--- src/verilog/rr_pkg.sv ---
/*
  Shared types and constants for the east output arbiter.
  Port codes follow the five-port router numbering.
  East never routes to itself, so PORT_E doubles as the "no grant" code.
  CREDIT_MAX must fit in credit_cnt_t.
*/
package rr_pkg;

  // next-hop port code carried with each head flit
  typedef logic [2:0] port_code_t;

  localparam port_code_t PORT_N = 3'd0;
  localparam port_code_t PORT_S = 3'd1;
  localparam port_code_t PORT_W = 3'd2;
  localparam port_code_t PORT_E = 3'd3;
  localparam port_code_t PORT_L = 3'd4;

  // competing inputs, north in bit 3 down to local in bit 0
  typedef logic [3:0] req_vec_t;

  // free slot count of the downstream input buffer
  typedef logic [2:0] credit_cnt_t;

  localparam credit_cnt_t CREDIT_MAX = 3'd4;

  // reset rows of the rank rotator
  // rank 3 is the highest and starts at north
  localparam req_vec_t RANK3_RESET = 4'b1000;
  localparam req_vec_t RANK2_RESET = 4'b0100;
  localparam req_vec_t RANK1_RESET = 4'b0010;
  localparam req_vec_t RANK0_RESET = 4'b0001;

endpackage
--- src/verilog/e_output_arbiter.sv ---
/*
  East output port arbiter of a five-port mesh router.
  Grants and e_grant_code_o are combinational from the next-hop codes,
  credit count and rank rows. Ranks rotate and credit drops on the
  edge after a grant. Code is PORT_E while nothing is granted.
*/
`timescale 1ns/1ps

module e_output_arbiter (
  input  logic               clk,
  input  logic               arst_n_i,
  input  rr_pkg::port_code_t n_nexthop_addr_i,
  input  rr_pkg::port_code_t s_nexthop_addr_i,
  input  rr_pkg::port_code_t w_nexthop_addr_i,
  input  rr_pkg::port_code_t l_nexthop_addr_i,
  input  logic               credit_return_i,
  output logic               e_grant_n_o,
  output logic               e_grant_s_o,
  output logic               e_grant_w_o,
  output logic               e_grant_l_o,
  output rr_pkg::port_code_t e_grant_code_o
);

  logic credit_avail;
  logic grant_taken;

  e_rr_processor e_rr_processor_i (
    .clk              (clk),
    .arst_n_i         (arst_n_i),
    .n_nexthop_addr_i (n_nexthop_addr_i),
    .s_nexthop_addr_i (s_nexthop_addr_i),
    .w_nexthop_addr_i (w_nexthop_addr_i),
    .l_nexthop_addr_i (l_nexthop_addr_i),
    .change_order_i   (grant_taken),
    .credit_avail_i   (credit_avail),
    .grant_n_o        (e_grant_n_o),
    .grant_s_o        (e_grant_s_o),
    .grant_w_o        (e_grant_w_o),
    .grant_l_o        (e_grant_l_o),
    .grant_code_o     (e_grant_code_o)
  );

  // grant bits packed north down to local
  e_credit_counter e_credit_counter_i (
    .clk             (clk),
    .arst_n_i        (arst_n_i),
    .grant_i         ({e_grant_n_o, e_grant_s_o, e_grant_w_o, e_grant_l_o}),
    .credit_return_i (credit_return_i),
    .credit_avail_o  (credit_avail),
    .grant_taken_o   (grant_taken)
  );

endmodule

--- src/verilog/e_rr_processor.sv ---
/*
  East arbitration block. Grants the east-bound input of highest rank.
  Grants are combinational levels and drop while credit_avail_i is low.
  Ranks rotate after every grant whatever input won, which gives a
  rotating priority rather than a strictly fair round robin.
*/
`timescale 1ns/1ps

module e_rr_processor (
  input  logic               clk,
  input  logic               arst_n_i,
  input  rr_pkg::port_code_t n_nexthop_addr_i,
  input  rr_pkg::port_code_t s_nexthop_addr_i,
  input  rr_pkg::port_code_t w_nexthop_addr_i,
  input  rr_pkg::port_code_t l_nexthop_addr_i,
  input  logic               change_order_i,
  input  logic               credit_avail_i,
  output logic               grant_n_o,
  output logic               grant_s_o,
  output logic               grant_w_o,
  output logic               grant_l_o,
  output rr_pkg::port_code_t grant_code_o
);

  import rr_pkg::*;

  req_vec_t   desire;
  req_vec_t   rank3;
  req_vec_t   rank2;
  req_vec_t   rank1;
  req_vec_t   rank0;
  req_vec_t   row_hit;
  req_vec_t   row_pick;
  req_vec_t   sel_row;
  req_vec_t   winner;
  req_vec_t   grant_vec;
  port_code_t win_code;

  // inputs whose head flit wants to leave east
  assign desire[3] = (n_nexthop_addr_i == PORT_E);
  assign desire[2] = (s_nexthop_addr_i == PORT_E);
  assign desire[1] = (w_nexthop_addr_i == PORT_E);
  assign desire[0] = (l_nexthop_addr_i == PORT_E);

  rr_priority_rotator rotator_i (
    .clk            (clk),
    .arst_n_i       (arst_n_i),
    .change_order_i (change_order_i),
    .rank3_o        (rank3),
    .rank2_o        (rank2),
    .rank1_o        (rank1),
    .rank0_o        (rank0)
  );

  // one hit bit per rank, highest rank in the north slot
  assign row_hit[3] = |(desire & rank3);
  assign row_hit[2] = |(desire & rank2);
  assign row_hit[1] = |(desire & rank1);
  assign row_hit[0] = |(desire & rank0);

  rr_priority_encoder rank_enc_i (
    .req_i  (row_hit),
    .pick_o (row_pick),
    .code_o ()
  );

  // and-or mux over the rank rows
  assign sel_row = ({4{row_pick[3]}} & rank3) |
                   ({4{row_pick[2]}} & rank2) |
                   ({4{row_pick[1]}} & rank1) |
                   ({4{row_pick[0]}} & rank0);

  rr_priority_encoder win_enc_i (
    .req_i  (sel_row),
    .pick_o (winner),
    .code_o (win_code)
  );

  assign grant_vec = winner & desire & {4{credit_avail_i}};

  assign grant_n_o = grant_vec[3];
  assign grant_s_o = grant_vec[2];
  assign grant_w_o = grant_vec[1];
  assign grant_l_o = grant_vec[0];

  // crossbar select falls back to east when nothing is granted
  assign grant_code_o = (|grant_vec) ? win_code : PORT_E;

endmodule

--- src/verilog/e_credit_counter.sv ---
/*
  Credit count for the downstream east buffer, reset to CREDIT_MAX.
  A grant takes one slot, a credit_return_i pulse gives one back.
  Grant and return in the same cycle cancel. Count saturates at
  zero and at CREDIT_MAX, so a return while full is dropped.
*/
`timescale 1ns/1ps

module e_credit_counter (
  input  logic             clk,
  input  logic             arst_n_i,
  input  rr_pkg::req_vec_t grant_i,
  input  logic             credit_return_i,
  output logic             credit_avail_o,
  output logic             grant_taken_o
);

  import rr_pkg::*;

  credit_cnt_t credit_cnt;

  assign grant_taken_o  = |grant_i;
  assign credit_avail_o = (credit_cnt != '0);

  always_ff @(posedge clk or negedge arst_n_i) begin
    if (!arst_n_i) begin
      credit_cnt <= CREDIT_MAX;
    end else begin
      case ({grant_taken_o, credit_return_i})
        2'b10: begin
          if (credit_cnt != '0) begin
            credit_cnt <= credit_cnt - 3'd1;
          end
        end
        2'b01: begin
          if (credit_cnt != CREDIT_MAX) begin
            credit_cnt <= credit_cnt + 3'd1;
          end
        end
        // idle or grant with return leaves the count alone
        default: begin
          credit_cnt <= credit_cnt;
        end
      endcase
    end
  end

endmodule

--- src/verilog/rr_priority_rotator.sv ---
/*
  Four one-hot rank rows for the competing inputs.
  Row k names the input holding rank k, rank 3 is the highest.
  All rows rotate one step toward bit 0 on the edge after a
  change-order pulse, so the top rank goes north, south, west, local.
*/
`timescale 1ns/1ps

module rr_priority_rotator (
  input  logic             clk,
  input  logic             arst_n_i,
  input  logic             change_order_i,
  output rr_pkg::req_vec_t rank3_o,
  output rr_pkg::req_vec_t rank2_o,
  output rr_pkg::req_vec_t rank1_o,
  output rr_pkg::req_vec_t rank0_o
);

  import rr_pkg::*;

  req_vec_t rank3_r;
  req_vec_t rank2_r;
  req_vec_t rank1_r;
  req_vec_t rank0_r;

  always_ff @(posedge clk or negedge arst_n_i) begin
    if (!arst_n_i) begin
      rank3_r <= RANK3_RESET;
      rank2_r <= RANK2_RESET;
      rank1_r <= RANK1_RESET;
      rank0_r <= RANK0_RESET;
    end else if (change_order_i) begin
      // bit 0 wraps around to bit 3
      rank3_r <= {rank3_r[0], rank3_r[3:1]};
      rank2_r <= {rank2_r[0], rank2_r[3:1]};
      rank1_r <= {rank1_r[0], rank1_r[3:1]};
      rank0_r <= {rank0_r[0], rank0_r[3:1]};
    end
  end

  assign rank3_o = rank3_r;
  assign rank2_o = rank2_r;
  assign rank1_o = rank1_r;
  assign rank0_o = rank0_r;

endmodule

--- src/verilog/rr_priority_encoder.sv ---
/*
  Fixed-priority encoder over the four competing inputs.
  Order is north, south, west, local (bit 3 down to bit 0).
  Purely combinational. With no request the pick is zero and the
  code is PORT_E.
*/
`timescale 1ns/1ps

module rr_priority_encoder (
  input  rr_pkg::req_vec_t   req_i,
  output rr_pkg::req_vec_t   pick_o,
  output rr_pkg::port_code_t code_o
);

  import rr_pkg::*;

  always_comb begin
    pick_o = '0;
    code_o = PORT_E;
    if (req_i[3]) begin
      pick_o[3] = 1'b1;
      code_o    = PORT_N;
    end else if (req_i[2]) begin
      pick_o[2] = 1'b1;
      code_o    = PORT_S;
    end else if (req_i[1]) begin
      pick_o[1] = 1'b1;
      code_o    = PORT_W;
    end else if (req_i[0]) begin
      pick_o[0] = 1'b1;
      code_o    = PORT_L;
    end
  end

endmodule

--- config.mk ---
export PLATFORM = sky130hd
export DESIGN_NAME = e_output_arbiter
export DESIGN_NICKNAME = d
export VERILOG_FILES = /design/src/verilog/rr_pkg.sv /design/src/verilog/e_output_arbiter.sv /design/src/verilog/e_rr_processor.sv /design/src/verilog/e_credit_counter.sv /design/src/verilog/rr_priority_rotator.sv /design/src/verilog/rr_priority_encoder.sv
export SDC_FILE = /design/constraint.sdc
export NUM_CORES = 1
export LEC_CHECK = 0
export BUFFER_PORTS_ARGS = -buffer_cell sky130_fd_sc_hd__buf_2
export CORE_AREA = 4 4 68 58
export DETAILED_ROUTE_END_ITERATION = 12
export DIE_AREA = 0 0 72 62
export GPL_ROUTABILITY_DRIVEN = 0
export PLACE_DENSITY = 0.78
export SLEW_MARGIN = 20
export SYNTH_ARGS = -nofsm -noshare
export SYNTH_HDL_FRONTEND = slang
export SYNTH_SLANG_ARGS = --single-unit
--- constraint.sdc ---
create_clock -name clk -period 5 [get_ports clk]
set_clock_uncertainty 0.15 [all_clocks]
set_input_delay 1.25 -clock clk [delete_from_list [all_inputs] [get_ports clk]]
set_output_delay 1.25 -clock clk [all_outputs]
set_load 0.02 [all_outputs]
==> results of run 1 <==
## final cells by class
cell class | instances | share of cell area, %
clock buffers | 4 | 2.16
multi-input cells | 150 | 59.1
flip-flops and latches | 19 | 23.1
inverters | 19 | 3.42
well taps | 42 | 2.52
repair buffers | 34 | 9.72
## worst max-delay path, stage by stage
cell and delay (ps):
buf_2 130, and4b_1 230, or4_4 560, mux2_2 300
o32a_1 300, or2_4 250, a21boi_4 170, a2bb2o_4 220
buf_2 150
## registers in the layout (all words and copies together), names as in the netlist
register / flops
e_rr_processor_i.rotator_i.rank0_o: 4
e_rr_processor_i.rotator_i.rank3_o: 4
e_rr_processor_i.rotator_i.rank2_o: 4
e_rr_processor_i.rotator_i.rank1_o: 4
e_credit_counter_i.credit_cnt: 3
## cells by family after synthesis
kind of cell | after synthesis | share of synthesized area, %
AOI/OAI and AO/OA | 92 | 41.6
xor gates and xnor gates | 2 | 0.945
adders and majority gates | 3 | 2.43
buffers and inverters | 35 | 8.17
DFF | 19 | 26.0
muxes | 4 | 2.30
and+or+nand+nor | 49 | 18.6
## where the power goes
group	total, uW	internal (uW)	switching [uW]
Clock	114	57.0	57.2
Sequential	300	217	82.5
Combinational	639	261	378
Total	1050	536	518
## worst min-delay path by stage
stage,startpoint,endpoint,slack (ps),cells after the start
after floorplan,e_credit_counter_i.credit_cnt[2]$_DFFE_PN1P_,e_credit_counter_i.credit_cnt[2]$_DFFE_PN1P_,370,1
after global placement,e_credit_counter_i.credit_cnt[2]$_DFFE_PN1P_,e_credit_counter_i.credit_cnt[2]$_DFFE_PN1P_,370,1
after detailed placement,e_credit_counter_i.credit_cnt[2]$_DFFE_PN1P_,e_credit_counter_i.credit_cnt[2]$_DFFE_PN1P_,380,1
after CTS,e_credit_counter_i.credit_cnt[2]$_DFFE_PN1P_,e_credit_counter_i.credit_cnt[2]$_DFFE_PN1P_,390,1
after global routing,e_credit_counter_i.credit_cnt[2]$_DFFE_PN1P_,e_credit_counter_i.credit_cnt[2]$_DFFE_PN1P_,410,1
final,e_credit_counter_i.credit_cnt[2]$_DFFE_PN1P_,e_credit_counter_i.credit_cnt[2]$_DFFE_PN1P_,390,1
## placed cells by master (no fill, tap or decap), types with 4 or more instances in the layout
cell type	count
a211oi_1	16
a221oi_1	16
a41oi_1	4
and4b_1	4
buf_2	21
buf_4	13
dfrtp_1	14
dfstp_2	5
inv_1	19
nand2_1	7
nand4b_1	12
nor2_1	6
o211ai_1	16
o21ai_0	4
o311ai_0	5
o311ai_1	11
## stage by stage
| step | hold WS, ps | TNS, ps | instances | total power [uW] | setup WS, ps |
|---|---|---|---|---|---|
| global route | 409 | -21.1 | 268 | 1120 | -18.9 |
| floorplan | 367 | 0 | 204 | 736 | 74.2 |
| detailed placement | 382 | 0 | 264 | 918 | 38.8 |
| CTS | 391 | 0 | 268 | 1030 | 28.5 |
| finish | 391 | 0 | 268 | 1050 | 34.9 |
| global placement | 373 | 0 | 264 | 867 | 84.6 |
## layer usage
layer  part of all wire [%]  global-route usage, %  routed length, um  vias to the layer above
met3                    8.9                   5.95                541                       24
li1                       -                      -                  -                      912
met1                     39                   35.5               2360                     1000
met2                     50                   49.0               3020                      134
met4                    2.2                   12.3                135                        0
met5                      0                      0                  0                        -
==> flow_summary.json, run 1 <==
{
  "status": "completed",
  "die-height_um": 62,
  "slew_viol_final": 0,
  "worstMarginPinSlew_ps": 733,
  "ys_top_cells_by_area": "dfrtp_1 19%, a221oi_1 7.6%, dfstp_2 7.1%",
  "ys_seq_area_share_pct": 26.0,
  "die-area_um2": 4460,
  "worstSkewPairLatency_ps": 270,
  "timing.rr.start": "e_rr_processor_i.rotator_i.rank2_o[0]$_DFFE_PN0N_",
  "min_path_type": "register to register",
  "multi_input_area_um2": 1230,
  "yosys_register_bits": 19,
  "cts_hold_buf": 0,
  "ir_worst_vdd_v": 0.000291,
  "vias": 2070,
  "vias_per_cell": 7.72,
  "worstSetupEndpoint": "e_grant_code_o[0]",
  "postLayoutCoreUtil_pct": 63.6,
  "overflow": 0,
  "dp_hpwl_um": 4360,
  "rr_worst_depth": 13,
  "syn-num-nets": 222,
  "finalHoldViolCount": 0,
  "powerDensity_nw_per_um2": 505,
  "gr-usage-all-layers_pct": 28.5,
  "grt_max_degree": 36,
  "async_reset_ff_share_pct": 100,
  "synth_top_area_share_pct": 18.9,
  "pin_count": 22,
  "p_leak_uw": 0.000852,
  "antenna_found_initial": 0,
  "initial_core_util_pct": 56.5,
  "yosysWarnings": 0,
  "coreArea_um2": 3280,
  "crit_start": "n_nexthop_addr_i[1]",
  "synth_commonest_cells": "19 x inv_1, 16 x a211oi_1, 16 x a221oi_1, 16 x o211ai_1, 14 x dfrtp_1",
  "clkTransAtPathRegs_ps": 70,
  "cts-buffers-inserted": 3,
  "htree_levels": 1,
  "route.detailed.wl_per_inst_um": 22.6,
  "ff2ff_setup_slack_ps": 1210,
  "path_class": "input pin to primary output",
  "crit_arrival_ps": 3570,
  "maxCapViolCount": 0,
  "setup_violations": 0,
  "clockBufferDepth": 2,
  "fp-row-count": 19,
  "clock_sinks": 19,
  "synth_most_common_cell": "inv_1",
  "min_period_ps": 4970,
  "startpoint_type": "input pin",
  "grt_pass1_wl_um": 9670,
  "cp.required_ps": 3600,
  "fin_crit_sh_pct": 99.3,
  "synth_edf_count": 0,
  "rsz0062_at_grt": "true",
  "cts_tree": "yes",
  "cts-resized-gates": 0,
  "design_area_um2": 2090,
  "synth_top_cell_by_area": "dfrtp_1",
  "ant_nets": 0,
  "nets": 245,
  "drt_iter0_drc": 277,
  "r2r_end": "e_credit_counter_i.credit_cnt[2]$_DFFE_PN1P_",
  "syn_area_um2": 1850,
  "cts_setup_buffers": 0,
  "worst-path-max-fanout": 5,
  "drt-total-wl_um": 6060,
  "fill_cells": 278,
  "regArea_um2": 482,
  "drt_pass1_iterations": 5,
  "clockRootBuffer": "clkbuf_8",
  "grt_pass1_vias": 1974,
  "io_buffer_count": 21,
  "dpl_cell_area_um2": 2030,
  "max_slew_margin_pct": 51.0,
  "synthToLayoutAreaGrowth_pct": 12.6,
  "fp.dieW_um": 72,
  "drive_gt1_share_pct": 24.8,
  "crit_path_end_kind": "primary output",
  "avgSynthCellArea_um2": 9.08,
  "antennaDiodeCount": 0,
  "synthCells": 204,
  "ys_types": 55,
  "ys.flop_type": "dfrtp_1",
  "max_freq_mhz": 201,
  "drcViolationCount": 0
}
(Power assumes the default switching activity.)
==> run 2, diff against run 1 <==
--- a/config.mk
+++ b/config.mk
@@ -6,11 +6,12 @@
 export NUM_CORES = 1
 export LEC_CHECK = 0
 export BUFFER_PORTS_ARGS = -buffer_cell sky130_fd_sc_hd__buf_2
-export CORE_AREA = 4 4 68 58
+export CORE_AREA = 4 4 72 60
+export CTS_CLUSTER_DIAMETER = 40
 export DETAILED_ROUTE_END_ITERATION = 12
-export DIE_AREA = 0 0 72 62
+export DIE_AREA = 0 0 76 64
 export GPL_ROUTABILITY_DRIVEN = 0
-export PLACE_DENSITY = 0.78
+export PLACE_DENSITY = 0.75
 export SLEW_MARGIN = 20
 export SYNTH_ARGS = -nofsm -noshare
 export SYNTH_HDL_FRONTEND = slang
==> constraint.sdc (replaced) <==
create_clock -name clk -period 4.2 [get_ports clk]
set_clock_uncertainty 0.15 [all_clocks]
set_input_delay 1.05 -clock clk [delete_from_list [all_inputs] [get_ports clk]]
set_output_delay 1.05 -clock clk [all_outputs]
set_load 0.02 [all_outputs]
==> flow_summary.json, run 2 (synthesis gave the netlist of run 1 again) <==
{
  "drt-total-wl_um": 7420,
  "worstMarginPinSlew_ps": 715,
  "worst-path-max-fanout": 4,
  "overflow": 0,
  "critical-path-max-stage-delay_ps": 320,
  "hold_end": "e_credit_counter_i.credit_cnt[2]$_DFFE_PN1P_",
  "gr-usage-all-layers_pct": 27.4,
  "rr_worst_depth": 17,
  "cp_common_cell": "buf_4",
  "die-height_um": 64,
  "max_freq_mhz": 219,
  "ir_worst_vdd_v": 0.000416,
  "drt_iter0_drc": 394,
  "hold_depth": 1,
  "grt_max_degree": 42,
  "htree_levels": 1,
  "violations": "setup timing",
  "crit_path_end_kind": "primary output",
  "p_leak_uw": 0.00115,
  "clockRootBuffer": "clkbuf_8",
  "min_path_type": "register to register",
  "worst_slack_ps": -361,
  "grt_pass1_vias": 2148,
  "powerDensity_nw_per_um2": 576,
  "antennaDiodeCount": 0,
  "pwr-share-comb_pct": 67.4,
  "regArea_um2": 482,
  "fin_crit_sh_pct": 109,
  "ant_nets": 0,
  "min_from": "e_credit_counter_i.credit_cnt[2]$_DFFE_PN1P_",
  "clock_sinks": 19,
  "status": "finished, violations left",
  "nets": 297,
  "fp-row-count": 20,
  "vias": 2401,
  "rsz0062_at_grt": "true",
  "coreArea_um2": 3680,
  "antenna_found_initial": 0,
  "p_switching_uw": 730,
  "drive_gt1_share_pct": 43.9,
  "dp_hpwl_um": 4500,
  "initial_core_util_pct": 50.4,
  "crit_family": "compound AO/OA/AOI/OAI gates",
  "max_slew_margin_pct": 52.2,
  "internal-power_uw": 795,
  "swShare_pct": 47.9,
  "dr_wl_met3_um": 800,
  "min_period_ps": 4560,
  "die-area_um2": 4860,
  "io_buffer_count": 21,
  "final_common_cell": "buf_4",
  "dr_wl_met2_um": 3290,
  "route.detailed.wl_per_inst_um": 23.0,
  "fill_cells": 252,
  "r2r_end": "e_credit_counter_i.credit_cnt[2]$_DFFE_PN1P_",
  "crit_chain": "buf_2 -> buf_4 -> nand4b_1 -> and4_4 -> buf_4 -> a31oi_1 -> a21o_1 -> buf_4 -> o211a_1 -> a21boi_4 -> a2bb2o_4 -> buf_2",
  "setup_violations": 10,
  "slew_viol_final": 0,
  "cts_tree": "yes",
  "cp.required_ps": 3000,
  "p_seq_share_pct": 23.7,
  "drcViolationCount": 0,
  "clkTransAtPathRegs_ps": 80,
  "crit_arrival_ps": 3360,
  "cts-buffers-inserted": 3,
  "top_layer": "met4",
  "drt_pass1_iterations": 5,
  "postLayoutCoreUtil_pct": 71.9,
  "synthToLayoutAreaGrowth_pct": 42.8,
  "finalHoldViolCount": 0,
  "m1WireLength_um": 2970,
  "clockBufferDepth": 2,
  "path_class": "input pin to primary output",
  "vias_per_cell": 7.46,
  "timing.rr.start": "e_rr_processor_i.rotator_i.rank2_o[1]$_DFFE_PN0N_",
  "maxCapViolCount": 0,
  "layout_common_cells": "64 x buf_4, 19 x inv_1, 16 x o211ai_1, 16 x a211oi_1, 16 x a221oi_1",
  "ff2ff_setup_slack_ps": 280,
  "pin_count": 22,
  "worstSkewPairLatency_ps": 260,
  "startpoint_type": "input pin",
  "crit_slowest_cell": "a31oi_1",
  "fp.dieW_um": 76,
  "crit_buf_inv": 5,
  "multi_input_area_um2": 1340,
  "dp_slack_ps": -271,
  "pwr-share-clk_pct": 8.9,
  "grt_pass1_wl_um": 10900
}
-- run 2: cell count changes in the layout (fill, tap and decap cells not counted), moves of 2 or more --
| cell | before | now |
|---|---|---|
| buf_4 | 13 | 64 |
| buf_6 | 0 | 10 |
| buf_2 | 21 | 12 |
| ha_1 | 2 | 0 |
| nor2_1 | 6 | 4 |
| nor4_1 | 2 | 0 |
| nor4_4 | 0 | 2 |
-- run 2: metrics by stage --
stage / cells / hold slack, ps / power (uW) / TNS [ps] / area, um2
2_1_floorplan: 204 / 367 / 886 / -563 / 1880
6_report: 322 / 378 / 1530 / -1910 / 2650
5_1_grt: 322 / 390 / 1610 / -2790 / 2650
3_3_place_gp: 308 / 379 / 1160 / -1270 / 2370
3_5_place_dp: 308 / 383 / 1190 / -1740 / 2370
4_1_cts: 320 / 392 / 1390 / -1190 / 2560
-- run 2: worst register-to-register path, cell delays in order, from the launching register on --
cell and delay [ps]:
dfrtp_1 460, and4b_1 280, or4_4 510, buf_6 150, a31o_1 210, a21o_1 220, buf_4 150, o211a_1 140
a21boi_4 150, buf_4 140, buf_4 130, or2_2 300, ha_4 160, mux2i_1 190, o31ai_2 110, buf_4 150
nor2_1 120, xor2_1 150
-- run 2: what timing repair did --
action	CTS	global route
setup endpoints to repair	7	10
hold endpoints to repair	0	0
hold buffers	0	0
resized for setup	19	15
pin swaps	4	5
gates cloned	0	0
setup buffers	9	2
-- run 2: cell type report --
class | instances | area share, %
Multi-Input combinational cell | 150 | 50.6
Inverter | 19 | 2.70
Clock buffer | 3 | 1.56
Tap cell | 44 | 2.08
Timing Repair Buffer | 86 | 24.7
Clock inverter | 1 | 0.189
Sequential cell | 19 | 18.2
-- run 2: power by group through the flow --
| stage | sequential [uW] | combinational, uW | clock, uW |
|---|---|---|---|
| finish | 362 | 1030 | 136 |
| global route | 367 | 1100 | 141 |
| CTS | 349 | 912 | 133 |
| detailed placement | 350 | 835 | 0 |
| global placement | 351 | 811 | 0 |
| floorplan | 321 | 566 | 0 |
-- run 2: routing by layer --
metal / vias to the layer above / global-route usage [%]
li1: 1017 / -
met5: - / 0
met4: 0 / 8.89
met2: 212 / 41.6
met3: 56 / 7.32
met1: 1116 / 37.7
-- run 2: worst max-delay path by stage --
stage,cells after the start,end,start
after global placement,9,e_grant_code_o[0],l_nexthop_addr_i[0]
after CTS,9,e_grant_code_o[0],l_nexthop_addr_i[0]
after floorplan,6,e_grant_code_o[2],l_nexthop_addr_i[2]
final,12,e_grant_code_o[0],w_nexthop_addr_i[2]
after detailed placement,9,e_grant_code_o[0],l_nexthop_addr_i[0]
after global routing,12,e_grant_code_o[0],w_nexthop_addr_i[2]
